## config.mk

```make
export PLATFORM = sky130hd
export DESIGN_NAME = csr_unit
export DESIGN_NICKNAME = d
export VERILOG_FILES = /design/src/hw/csr_pkg.sv /design/src/hw/csr_decode.sv /design/src/hw/csr_status_reg.sv /design/src/hw/csr_machine_regs.sv /design/src/hw/csr_read_mux.sv /design/src/hw/csr_unit.sv
export SDC_FILE = /design/constraint.sdc
export NUM_CORES = 1
export LEC_CHECK = 0
export ABC_AREA = 1
export BUFFER_PORTS_ARGS = -buffer_cell sky130_fd_sc_hd__buf_2
export CAP_MARGIN = 20
export CORE_UTILIZATION = 45
export DETAILED_ROUTE_END_ITERATION = 10
export GPL_TIMING_DRIVEN = 1
export PLACE_DENSITY = 0.65
export SYNTH_ARGS = -nofsm -noshare
export SYNTH_HDL_FRONTEND = slang
export SYNTH_HIERARCHICAL = 1
export SYNTH_SLANG_ARGS = --single-unit
```

## constraint.sdc

```tcl
create_clock -name clk -period 2.7 [get_ports clk]
set_clock_uncertainty 0.05 [all_clocks]
set_input_delay 0.27 -clock clk [delete_from_list [all_inputs] [get_ports clk]]
set_output_delay 0.27 -clock clk [all_outputs]
set_load 0.03 [all_outputs]
```

## src/hw/csr_pkg.sv

```systemverilog
/*
 * Machine-mode CSR definitions
 * Addresses, funct3 operation codes, mstatus field positions, fixed
 * identification values and the two-view CSR address word
 */
`default_nettype none

package csr_pkg;

  // ======================================================================
  // Widths
  // ======================================================================
  localparam int XLEN       = 32;                 // Register width
  localparam int CSR_ADDR_W = 12;                 // CSR address width

  // ======================================================================
  // CSR addresses
  // ======================================================================
  // Trap setup
  localparam logic [CSR_ADDR_W-1:0] CSR_MSTATUS   = 12'h300;
  localparam logic [CSR_ADDR_W-1:0] CSR_MISA      = 12'h301;
  localparam logic [CSR_ADDR_W-1:0] CSR_MIE       = 12'h304;
  localparam logic [CSR_ADDR_W-1:0] CSR_MTVEC     = 12'h305;
  // Trap handling
  localparam logic [CSR_ADDR_W-1:0] CSR_MSCRATCH  = 12'h340;
  localparam logic [CSR_ADDR_W-1:0] CSR_MEPC      = 12'h341;
  localparam logic [CSR_ADDR_W-1:0] CSR_MCAUSE    = 12'h342;
  localparam logic [CSR_ADDR_W-1:0] CSR_MTVAL     = 12'h343;
  localparam logic [CSR_ADDR_W-1:0] CSR_MIP       = 12'h344;
  // Identification, read-only by encoding
  localparam logic [CSR_ADDR_W-1:0] CSR_MVENDORID = 12'hF11;
  localparam logic [CSR_ADDR_W-1:0] CSR_MARCHID   = 12'hF12;
  localparam logic [CSR_ADDR_W-1:0] CSR_MIMPID    = 12'hF13;
  localparam logic [CSR_ADDR_W-1:0] CSR_MHARTID   = 12'hF14;

  // Operation codes as in funct3
  localparam logic [2:0] CSR_RW  = 3'b001;
  localparam logic [2:0] CSR_RS  = 3'b010;
  localparam logic [2:0] CSR_RC  = 3'b011;
  localparam logic [2:0] CSR_RWI = 3'b101;
  localparam logic [2:0] CSR_RSI = 3'b110;
  localparam logic [2:0] CSR_RCI = 3'b111;

  // Privilege levels
  localparam logic [1:0] PRIV_U = 2'b00;
  localparam logic [1:0] PRIV_M = 2'b11;

  // ======================================================================
  // mstatus layout and fixed values
  // ======================================================================
  localparam int MSTATUS_MIE_BIT  = 3;
  localparam int MSTATUS_MPIE_BIT = 7;
  localparam int MSTATUS_MPP_LSB  = 11;
  localparam int MSTATUS_MPP_MSB  = 12;

  // MPP starts in machine mode
  localparam logic [XLEN-1:0] MSTATUS_RESET =
    {{(XLEN-MSTATUS_MPP_MSB-1){1'b0}}, PRIV_M, {MSTATUS_MPP_LSB{1'b0}}};

  localparam logic [XLEN-1:0] MISA_VALUE   = {2'b01, 4'b0000, 26'h000_1129}; // MXL=1, IMAFD
  localparam logic [XLEN-1:0] MIMPID_VALUE = 32'h0000_0001;

  // Same 12-bit address seen whole or split per the privileged spec
  typedef union packed {
    logic [CSR_ADDR_W-1:0] raw;
    struct packed {
      logic [1:0] ro_bits;                        // 11 marks read-only space
      logic [1:0] priv_level;                     // Lowest privilege allowed
      logic [7:0] index;
    } field;
  } csr_addr_u;

endpackage

`default_nettype wire

```

## src/hw/csr_decode.sv

```systemverilog
/*
 * CSR access decode
 * Flags illegal accesses and forms the value a CSR instruction writes
 */
`timescale 1ns/1ns
`default_nettype none

module csr_decode import csr_pkg::*; (
  input  logic [CSR_ADDR_W-1:0] csr_addr,
  input  logic [2:0]            csr_op,
  input  logic [XLEN-1:0]       csr_wdata,    // rs1 or zero-extended uimm
  input  logic                  csr_we,
  input  logic                  csr_access,
  input  logic [1:0]            current_priv,
  input  logic [XLEN-1:0]       rdata,        // Current value from read mux
  output logic                  illegal_csr,
  output logic                  wr_en,
  output logic [XLEN-1:0]       wr_data
);

  csr_addr_u addr_u;
  logic      csr_exists;
  logic      priv_ok;
  logic      read_only;

  assign addr_u.raw = csr_addr;

  // ======================================================================
  // Legality
  // ======================================================================
  always_comb begin
    case (addr_u.raw)
      CSR_MSTATUS, CSR_MISA, CSR_MIE, CSR_MTVEC,
      CSR_MSCRATCH, CSR_MEPC, CSR_MCAUSE, CSR_MTVAL, CSR_MIP,
      CSR_MVENDORID, CSR_MARCHID, CSR_MIMPID, CSR_MHARTID:
        csr_exists = 1'b1;
      default:
        csr_exists = 1'b0;                  // Unknown address
    endcase
  end

  assign priv_ok   = (current_priv >= addr_u.field.priv_level);
  // misa is implemented read-only even though it sits in RW space
  assign read_only = (addr_u.field.ro_bits == 2'b11) || (addr_u.raw == CSR_MISA);

  assign illegal_csr = csr_access &&
                       (!csr_exists || !priv_ok || (csr_we && read_only));

  // Illegal writes change nothing
  assign wr_en = csr_access && csr_we && !illegal_csr;

  // ======================================================================
  // Write value
  // ======================================================================
  always_comb begin
    case (csr_op)
      CSR_RW, CSR_RWI: wr_data = csr_wdata;              // Replace
      CSR_RS, CSR_RSI: wr_data = rdata | csr_wdata;      // Set bits
      CSR_RC, CSR_RCI: wr_data = rdata & ~csr_wdata;     // Clear bits
      default:         wr_data = rdata;                  // Hold
    endcase
  end

endmodule

`default_nettype wire

```

## src/hw/csr_status_reg.sv

```systemverilog
/*
 * mstatus register
 * Keeps MIE, MPIE and MPP and runs the trap and MRET interrupt stack
 */
`timescale 1ns/1ns
`default_nettype none

module csr_status_reg import csr_pkg::*; (
  input  logic                  clk,
  input  logic                  reset_n,
  input  logic [CSR_ADDR_W-1:0] csr_addr,
  input  logic                  wr_en,        // Legal write this cycle
  input  logic [XLEN-1:0]       wr_data,
  input  logic                  trap_entry,
  input  logic                  mret,
  input  logic [1:0]            current_priv,
  output logic [XLEN-1:0]       mstatus_value,
  output logic                  mstatus_mie,
  output logic                  mstatus_mpie,
  output logic [1:0]            mpp_out
);

  logic       mie_q;
  logic       mpie_q;
  logic [1:0] mpp_q;

  // Priority is trap, then MRET, then CSR write
  always_ff @(posedge clk or negedge reset_n) begin
    if (!reset_n) begin
      mie_q  <= MSTATUS_RESET[MSTATUS_MIE_BIT];
      mpie_q <= MSTATUS_RESET[MSTATUS_MPIE_BIT];
      mpp_q  <= MSTATUS_RESET[MSTATUS_MPP_MSB:MSTATUS_MPP_LSB];   // M-mode
    end else if (trap_entry) begin
      mpie_q <= mie_q;                        // Stack enable
      mie_q  <= 1'b0;                         // Mask interrupts in handler
      mpp_q  <= current_priv;
    end else if (mret) begin
      mie_q  <= mpie_q;                       // Unstack enable
      mpie_q <= 1'b1;
      mpp_q  <= PRIV_U;                       // Least privileged mode
    end else if (wr_en && (csr_addr == CSR_MSTATUS)) begin
      // Only the three kept fields load
      mie_q  <= wr_data[MSTATUS_MIE_BIT];
      mpie_q <= wr_data[MSTATUS_MPIE_BIT];
      mpp_q  <= wr_data[MSTATUS_MPP_MSB:MSTATUS_MPP_LSB];
    end
  end

  // ======================================================================
  // Read view and outputs
  // ======================================================================
  always_comb begin
    mstatus_value                                  = '0;     // Unkept bits read 0
    mstatus_value[MSTATUS_MIE_BIT]                 = mie_q;
    mstatus_value[MSTATUS_MPIE_BIT]                = mpie_q;
    mstatus_value[MSTATUS_MPP_MSB:MSTATUS_MPP_LSB] = mpp_q;
  end

  assign mstatus_mie  = mie_q;
  assign mstatus_mpie = mpie_q;
  assign mpp_out      = mpp_q;

  // Core never retires MRET in a trapping cycle
  a_no_trap_and_mret: assert property (
    @(posedge clk) disable iff (!reset_n) !(trap_entry && mret)
  ) else $error("trap_entry and mret high together");

endmodule

`default_nettype wire

```

## src/hw/csr_machine_regs.sv

```systemverilog
/*
 * Machine trap registers
 * mie, mip, mtvec, mscratch, mepc, mcause and mtval with write alignment
 * and capture of the trap PC, cause and value
 */
`timescale 1ns/1ns
`default_nettype none

module csr_machine_regs import csr_pkg::*; (
  input  logic                  clk,
  input  logic                  reset_n,
  input  logic [CSR_ADDR_W-1:0] csr_addr,
  input  logic                  wr_en,
  input  logic [XLEN-1:0]       wr_data,
  input  logic                  trap_entry,
  input  logic [XLEN-1:0]       trap_pc,
  input  logic [4:0]            trap_cause,
  input  logic [XLEN-1:0]       trap_val,
  output logic [XLEN-1:0]       mie_value,
  output logic [XLEN-1:0]       mip_value,
  output logic [XLEN-1:0]       mtvec_value,
  output logic [XLEN-1:0]       mscratch_value,
  output logic [XLEN-1:0]       mepc_value,
  output logic [XLEN-1:0]       mcause_value,
  output logic [XLEN-1:0]       mtval_value
);

  logic [XLEN-1:0] mie_q;
  logic [XLEN-1:0] mip_q;
  logic [XLEN-1:0] mtvec_q;
  logic [XLEN-1:0] mscratch_q;
  logic [XLEN-1:0] mepc_q;
  logic [XLEN-1:0] mcause_q;
  logic [XLEN-1:0] mtval_q;

  // ======================================================================
  // Register update
  // ======================================================================
  always_ff @(posedge clk or negedge reset_n) begin
    if (!reset_n) begin
      mie_q      <= '0;
      mip_q      <= '0;
      mtvec_q    <= '0;                       // Handler at address 0
      mscratch_q <= '0;
      mepc_q     <= '0;
      mcause_q   <= '0;
      mtval_q    <= '0;
    end else if (trap_entry) begin
      // Trap wins over any write in the same cycle
      mepc_q   <= trap_pc;
      mcause_q <= {{(XLEN-5){1'b0}}, trap_cause};   // Exceptions only
      mtval_q  <= trap_val;
    end else if (wr_en) begin
      case (csr_addr)
        CSR_MIE:      mie_q      <= wr_data;
        CSR_MIP:      mip_q      <= wr_data;
        CSR_MTVEC:    mtvec_q    <= {wr_data[XLEN-1:2], 2'b00};  // Direct mode, word aligned
        CSR_MSCRATCH: mscratch_q <= wr_data;
        CSR_MEPC:     mepc_q     <= {wr_data[XLEN-1:1], 1'b0};   // Halfword aligned for RVC
        CSR_MCAUSE:   mcause_q   <= wr_data;
        CSR_MTVAL:    mtval_q    <= wr_data;
        default: ;                            // Not ours
      endcase
    end
  end

  assign mie_value      = mie_q;
  assign mip_value      = mip_q;
  assign mtvec_value    = mtvec_q;
  assign mscratch_value = mscratch_q;
  assign mepc_value     = mepc_q;
  assign mcause_value   = mcause_q;
  assign mtval_value    = mtval_q;

  // Trap vector handed to fetch stays word aligned
  a_mtvec_aligned: assert property (
    @(posedge clk) disable iff (!reset_n) mtvec_value[1:0] == 2'b00
  ) else $error("mtvec low bits set");

endmodule

`default_nettype wire

```

## src/hw/csr_read_mux.sv

```systemverilog
/*
 * CSR read select
 * Returns the addressed register or constant, zero when unknown
 */
`timescale 1ns/1ns
`default_nettype none

module csr_read_mux import csr_pkg::*; (
  input  logic [CSR_ADDR_W-1:0] csr_addr,
  input  logic [XLEN-1:0]       mstatus_value,
  input  logic [XLEN-1:0]       mie_value,
  input  logic [XLEN-1:0]       mip_value,
  input  logic [XLEN-1:0]       mtvec_value,
  input  logic [XLEN-1:0]       mscratch_value,
  input  logic [XLEN-1:0]       mepc_value,
  input  logic [XLEN-1:0]       mcause_value,
  input  logic [XLEN-1:0]       mtval_value,
  output logic [XLEN-1:0]       rdata
);

  // ======================================================================
  // Address select
  // ======================================================================
  always_comb begin
    case (csr_addr)
      CSR_MSTATUS:   rdata = mstatus_value;
      CSR_MISA:      rdata = MISA_VALUE;        // Fixed ISA string
      CSR_MIE:       rdata = mie_value;
      CSR_MTVEC:     rdata = mtvec_value;
      CSR_MSCRATCH:  rdata = mscratch_value;
      CSR_MEPC:      rdata = mepc_value;
      CSR_MCAUSE:    rdata = mcause_value;
      CSR_MTVAL:     rdata = mtval_value;
      CSR_MIP:       rdata = mip_value;
      CSR_MIMPID:    rdata = MIMPID_VALUE;
      // Vendor, architecture and single hart all report zero
      CSR_MVENDORID,
      CSR_MARCHID,
      CSR_MHARTID:   rdata = '0;
      default:       rdata = '0;                // Unknown address
    endcase
  end

endmodule

`default_nettype wire

```

## src/hw/csr_unit.sv

```systemverilog
/*
 * Machine-mode CSR unit
 * Single-cycle CSR access with legality check, trap entry and MRET
 */
`timescale 1ns/1ns
`default_nettype none

module csr_unit import csr_pkg::*; (
  input  logic                  clk,
  input  logic                  reset_n,
  input  logic [CSR_ADDR_W-1:0] csr_addr,
  input  logic [XLEN-1:0]       csr_wdata,
  input  logic [2:0]            csr_op,
  input  logic                  csr_we,
  input  logic                  csr_access,
  input  logic [1:0]            current_priv,
  input  logic                  trap_entry,
  input  logic [XLEN-1:0]       trap_pc,
  input  logic [4:0]            trap_cause,
  input  logic [XLEN-1:0]       trap_val,
  input  logic                  mret,
  output logic [XLEN-1:0]       csr_rdata,
  output logic                  illegal_csr,
  output logic [XLEN-1:0]       trap_vector,    // mtvec
  output logic [XLEN-1:0]       mepc_out,
  output logic                  mstatus_mie,
  output logic                  mstatus_mpie,
  output logic [1:0]            mpp_out
);

  logic            wr_en;
  logic [XLEN-1:0] wr_data;
  logic [XLEN-1:0] mstatus_value;
  logic [XLEN-1:0] mie_value;
  logic [XLEN-1:0] mip_value;
  logic [XLEN-1:0] mscratch_value;
  logic [XLEN-1:0] mcause_value;
  logic [XLEN-1:0] mtval_value;

  // ======================================================================
  // Decode and registers
  // ======================================================================
  csr_decode u_decode (
    .csr_addr     (csr_addr),
    .csr_op       (csr_op),
    .csr_wdata    (csr_wdata),
    .csr_we       (csr_we),
    .csr_access   (csr_access),
    .current_priv (current_priv),
    .rdata        (csr_rdata),          // Old value for set and clear
    .illegal_csr  (illegal_csr),
    .wr_en        (wr_en),
    .wr_data      (wr_data)
  );

  csr_status_reg u_status (
    .clk           (clk),
    .reset_n       (reset_n),
    .csr_addr      (csr_addr),
    .wr_en         (wr_en),
    .wr_data       (wr_data),
    .trap_entry    (trap_entry),
    .mret          (mret),
    .current_priv  (current_priv),
    .mstatus_value (mstatus_value),
    .mstatus_mie   (mstatus_mie),
    .mstatus_mpie  (mstatus_mpie),
    .mpp_out       (mpp_out)
  );

  csr_machine_regs u_mregs (
    .clk            (clk),
    .reset_n        (reset_n),
    .csr_addr       (csr_addr),
    .wr_en          (wr_en),
    .wr_data        (wr_data),
    .trap_entry     (trap_entry),
    .trap_pc        (trap_pc),
    .trap_cause     (trap_cause),
    .trap_val       (trap_val),
    .mie_value      (mie_value),
    .mip_value      (mip_value),
    .mtvec_value    (trap_vector),      // Also the trap target
    .mscratch_value (mscratch_value),
    .mepc_value     (mepc_out),         // Also the MRET target
    .mcause_value   (mcause_value),
    .mtval_value    (mtval_value)
  );

  csr_read_mux u_rmux (
    .csr_addr       (csr_addr),
    .mstatus_value  (mstatus_value),
    .mie_value      (mie_value),
    .mip_value      (mip_value),
    .mtvec_value    (trap_vector),
    .mscratch_value (mscratch_value),
    .mepc_value     (mepc_out),
    .mcause_value   (mcause_value),
    .mtval_value    (mtval_value),
    .rdata          (csr_rdata)
  );

endmodule

`default_nettype wire

```

==> impl_results.rst <==
.. list-table::
   :header-rows: 1

   * - Metric
     - Value
   * - Outcome
     - finished, final reports clean
   * - Cell with the largest stage delay on the worst path
     - nor2_1
   * - Worst setup SP type
     - input port
   * - Maximum VDD drop
     - 447 uV
   * - Portion of synthesized cell area occupied by the leading cell type
     - between 40% and 50%
   * - Post-layout nets
     - between 2000 and 2500
   * - Most numerous cell in the Yosys netlist
     - nand2_1
   * - Synthesized flop and latch total
     - between 200 and 250
   * - Setup slack of the worst register-to-register path
     - 0.64 ns
   * - Comb pwr share
     - ~14%
   * - Die area
     - 0.0308 mm^2
   * - Category of the worst setup path capture point
     - primary output
   * - Pwr/cell area
     - about 470 mW/mm^2
   * - Leak Pwr
     - 0.00990 uW
   * - Post-route fraction of the period consumed by the critical path
     - 89.1%
   * - Endpoint of the lowest-slack register-to-register path
     - u_mregs/mepc_value[12]
   * - Worst r2r path cells
     - 13
   * - Highest Clock Rate
     - 416 MHz
   * - Most area-consuming cells after synthesis
     - dfrtp_1 41%, nand2_1 24%, nand3_1 8.1%
   * - Root Buffer
     - clkbuf_16
   * - Clock power share
     - 41.2%
   * - Number of antenna violations at the first check in global routing
     - 0
   * - Filler instances
     - 2927
   * - Clock tree from TritonCTS
     - built
   * - Post-synth top area cell
     - dfrtp_1
   * - Unrepaired setup endpoints after global routing
     - no
   * - Clock-pin slew reported for the worst setup and hold paths after clock tree synthesis
     - 0.06 ns
   * - Fraction of layout cells with a size suffix above 1
     - 19.6%
   * - Critical Path Most Common Cell
     - nand2_1
   * - Internal
     - slightly below 6000 uW
   * - Hold WS
     - roughly 0.0035 ns
   * - Normalized max-slew margin
     - 56.8%
   * - Slew Limit Fails
     - 0
   * - Cell area after synthesis
     - around 0.014 mm^2
   * - Total negative slack for setup checks
     - 0 ns
   * - Most frequent cells after synthesis
     - 880 x nand2_1, 224 x dfrtp_1, 219 x nand3_1
   * - First-pass GRT wire length
     - approximately 76000 um
   * - Antenna Diode Count
     - 0
   * - Peak fanout along the critical path
     - 14
   * - Number of global-route vias before repair
     - 13100
   * - DRC violation count after routing
     - 0
   * - Share of power burned in registers
     - 44.3%
   * - Switching power total
     - 2270 uW
   * - Vias post-DR
     - 14600
   * - Maximum buffer depth of the clock tree
     - 3
   * - Antenna Nets Post-Route
     - 0
   * - Number of buffers created by CTS
     - 25
   * - Top FF cell, synth
     - dfrtp_1
   * - Clock sink count
     - approximately 230
   * - Sw frac
     - 28.0%
   * - Initial drt markers
     - approximately 1600
   * - Crit path kind
     - in -> out
   * - Required time reported for the critical path endpoint
     - about 2.4 ns
   * - Signed area change from the synthesized netlist to the final layout
     - 26.6%
   * - Share of async-settable or async-resettable flops after synthesis
     - 100%
   * - Count of distinct cell types in the synthesized netlist
     - 32
   * - Critical Path End
     - csr_rdata[20]
   * - WL per Instance
     - 18.0 um
   * - Worst Max-Slew Pin Slew
     - 0.648 ns
   * - CP arrival
     - around 2.1 ns
   * - Syn. warnings
     - 6
   * - Largest stage delay, worst path
     - between 0.2 and 0.3 ns
   * - Num rows
     - 63
   * - Number of flops mapped to enable cells by yosys
     - 0
   * - Drt via density
     - ~5.3
   * - Global-route usage over all layers
     - 32.0%
   * - Tightest Hold Check Type
     - in -> reg
   * - Wire length after detailed routing
     - 49600 um
   * - Count of final hold-check violations
     - 0
   * - Boundary pin count
     - 225
   * - Syn_area_per_cell
     - 6.70 um^2
   * - Port buffer count
     - 221
   * - Max-Cap Viols
     - 0
   * - Die height
     - 176 um
   * - Die width
     - 176 um
   * - Clock latency at the later pin of the worst-skew pair
     - ~0.53 ns
   * - Setup-violating endpoint count in the final report
     - 0
   * - Maximum number of pins on one net before global-route repair
     - about 110
   * - 1st-pass router iterations
     - 5
   * - Cells traversed along the worst timing path
     - buf_2, nand2_1, nor2_1, nand2_2, nor2_2, buf_12, buf_12, nand2_1, nand2_1, nor2_1, nand2_1, buf_4, buf_2
   * - HPWL Detailed
     - 35500 um
   * - Time the worst path needs with I/O delays and setup
     - 2.40 ns
   * - CORE AREA
     - 0.0296 mm^2
   * - Synth Instances
     - 2023
   * - Startpoint of the worst-slack reg-to-reg timing path
     - u_status/mpp_out[1]
   * - H-tree lvl count
     - 1
   * - Initial Util
     - 45.8%
   * - Aggregate global routing overflow
     - 0
   * - Gates resized, CTS repair
     - 0
   * - Placer Congestion
     - 0.915
   * - Critical path launch point
     - csr_addr[9]
   * - Seq/Total Area, Yosys
     - 41.7%
==> placed cells by master (no fill, tap or decap), drive strengths merged <==
| master | count |
|---|---|
| buf | 384 |
| nor2 | 147 |
| or2 | 1 |
| a211oi | 1 |
| dfstp | 2 |
| ha | 2 |
| clkbuf | 36 |
| nor2b | 1 |
| dfrtp | 224 |
| inv | 178 |
| nand4 | 63 |
| xnor2 | 1 |
| a21oi | 33 |
| nand3 | 221 |
| clkinv | 7 |
| nand2 | 891 |
| conb | 30 |
| o21ai | 69 |
| a22o | 2 |
| bufinv | 1 |
| dlygate4sd3 | 43 |
| o22ai | 32 |
| nor3 | 3 |
==> sequential cells by signal, summed over array words and instances, names as in the netlist <==
| register | count |
|---|---|
| u_mregs/mie_value | 32 |
| u_mregs/mtvec_value | 30 |
| u_mregs/mscratch_value | 32 |
| u_status/mstatus_mpie | 1 |
| u_status/mstatus_mie | 1 |
| u_mregs/mtval_value | 32 |
| u_mregs/mip_value | 32 |
| u_status/mpp_out | 2 |
| u_mregs/mcause_value | 32 |
| u_mregs/mepc_value | 32 |
==> cell type report <==
cell class              instances  area, um^2  area share, %
multi-input cells            1497        6460           37.6
inverters                     178         669           3.90
clock inverters                 8        68.8          0.401
clock buffers                  36         717           4.18
repair buffers                427        3110           18.1
well taps                     390         488           2.84
flip-flops and latches        226        5660           33.0
==> routing by layer <==
layer / share of wire [%] / global-route usage, %
met5: 0 / 0
met1: 47 / 50.9
met2: 41 / 45.7
met4: 1.1 / 4.53
met3: 11 / 5.78
==> critical path: cells and delay by family <==
| family | cells | cell delay (ns) |
|---|---|---|
| and+or+nand+nor | 8 | 1.08 |
| buffers and inverters | 5 | 0.71 |
==> worst min path at each step <==
stage	startpoint	end	cells past startpoint
final	trap_val[27]	u_mregs/mtval_value[27]	5
after global routing	trap_pc[28]	u_mregs/mepc_value[28]	5
after CTS	trap_pc[28]	u_mregs/mepc_value[28]	5
after detailed placement	reset_n	u_mregs/mtvec_value[24]	1
after global placement	reset_n	u_mregs/mtvec_value[24]	1
after floorplan	reset_n	u_mregs/mcause_value[0]	0
==> power by group through the flow <==
stage	clock, uW	sequential [uW]	combinational, uW
detailed placement	0	3660	1110
global route	3500	3610	1290
CTS	3390	3600	1160
floorplan	0	3740	504
finish	3350	3600	1180
global placement	0	3660	1100
==> repair_timing <==
item | 4_1_cts | 5_1_grt
hold buffers | 43 | 0
hold endpoints to repair | 110 | 0
setup buffers | 0 | 0
==> through the flow <==
stage	util (%)	power (uW)	cell area, um^2	std cells	setup WS [ns]
3_5_place_dp	53.8	4770	16000	2675	0.0212
4_1_cts	57.9	8150	17200	2762	0.368
2_1_floorplan	-	4250	13700	2051	0.520
6_report	57.9	8130	17200	2762	0.295
3_3_place_gp	53.8	4750	16000	2675	0.00887
5_1_grt	57.9	8400	17200	2762	0.180
==> kinds of logic (layout without fill, tap and decap cells) <==
group,after synthesis,count (layout),share of synthesized area [%]
buf+inv,328,649,11.6
compound gates,137,137,5.42
other cells,2,30,0.0554
simple gates,1327,1327,40.9
flops,226,226,41.7
xor+xnor,1,1,0.120
fa+ha+maj,2,2,0.184
No activity file was read; power rests on OpenSTA's default activity.
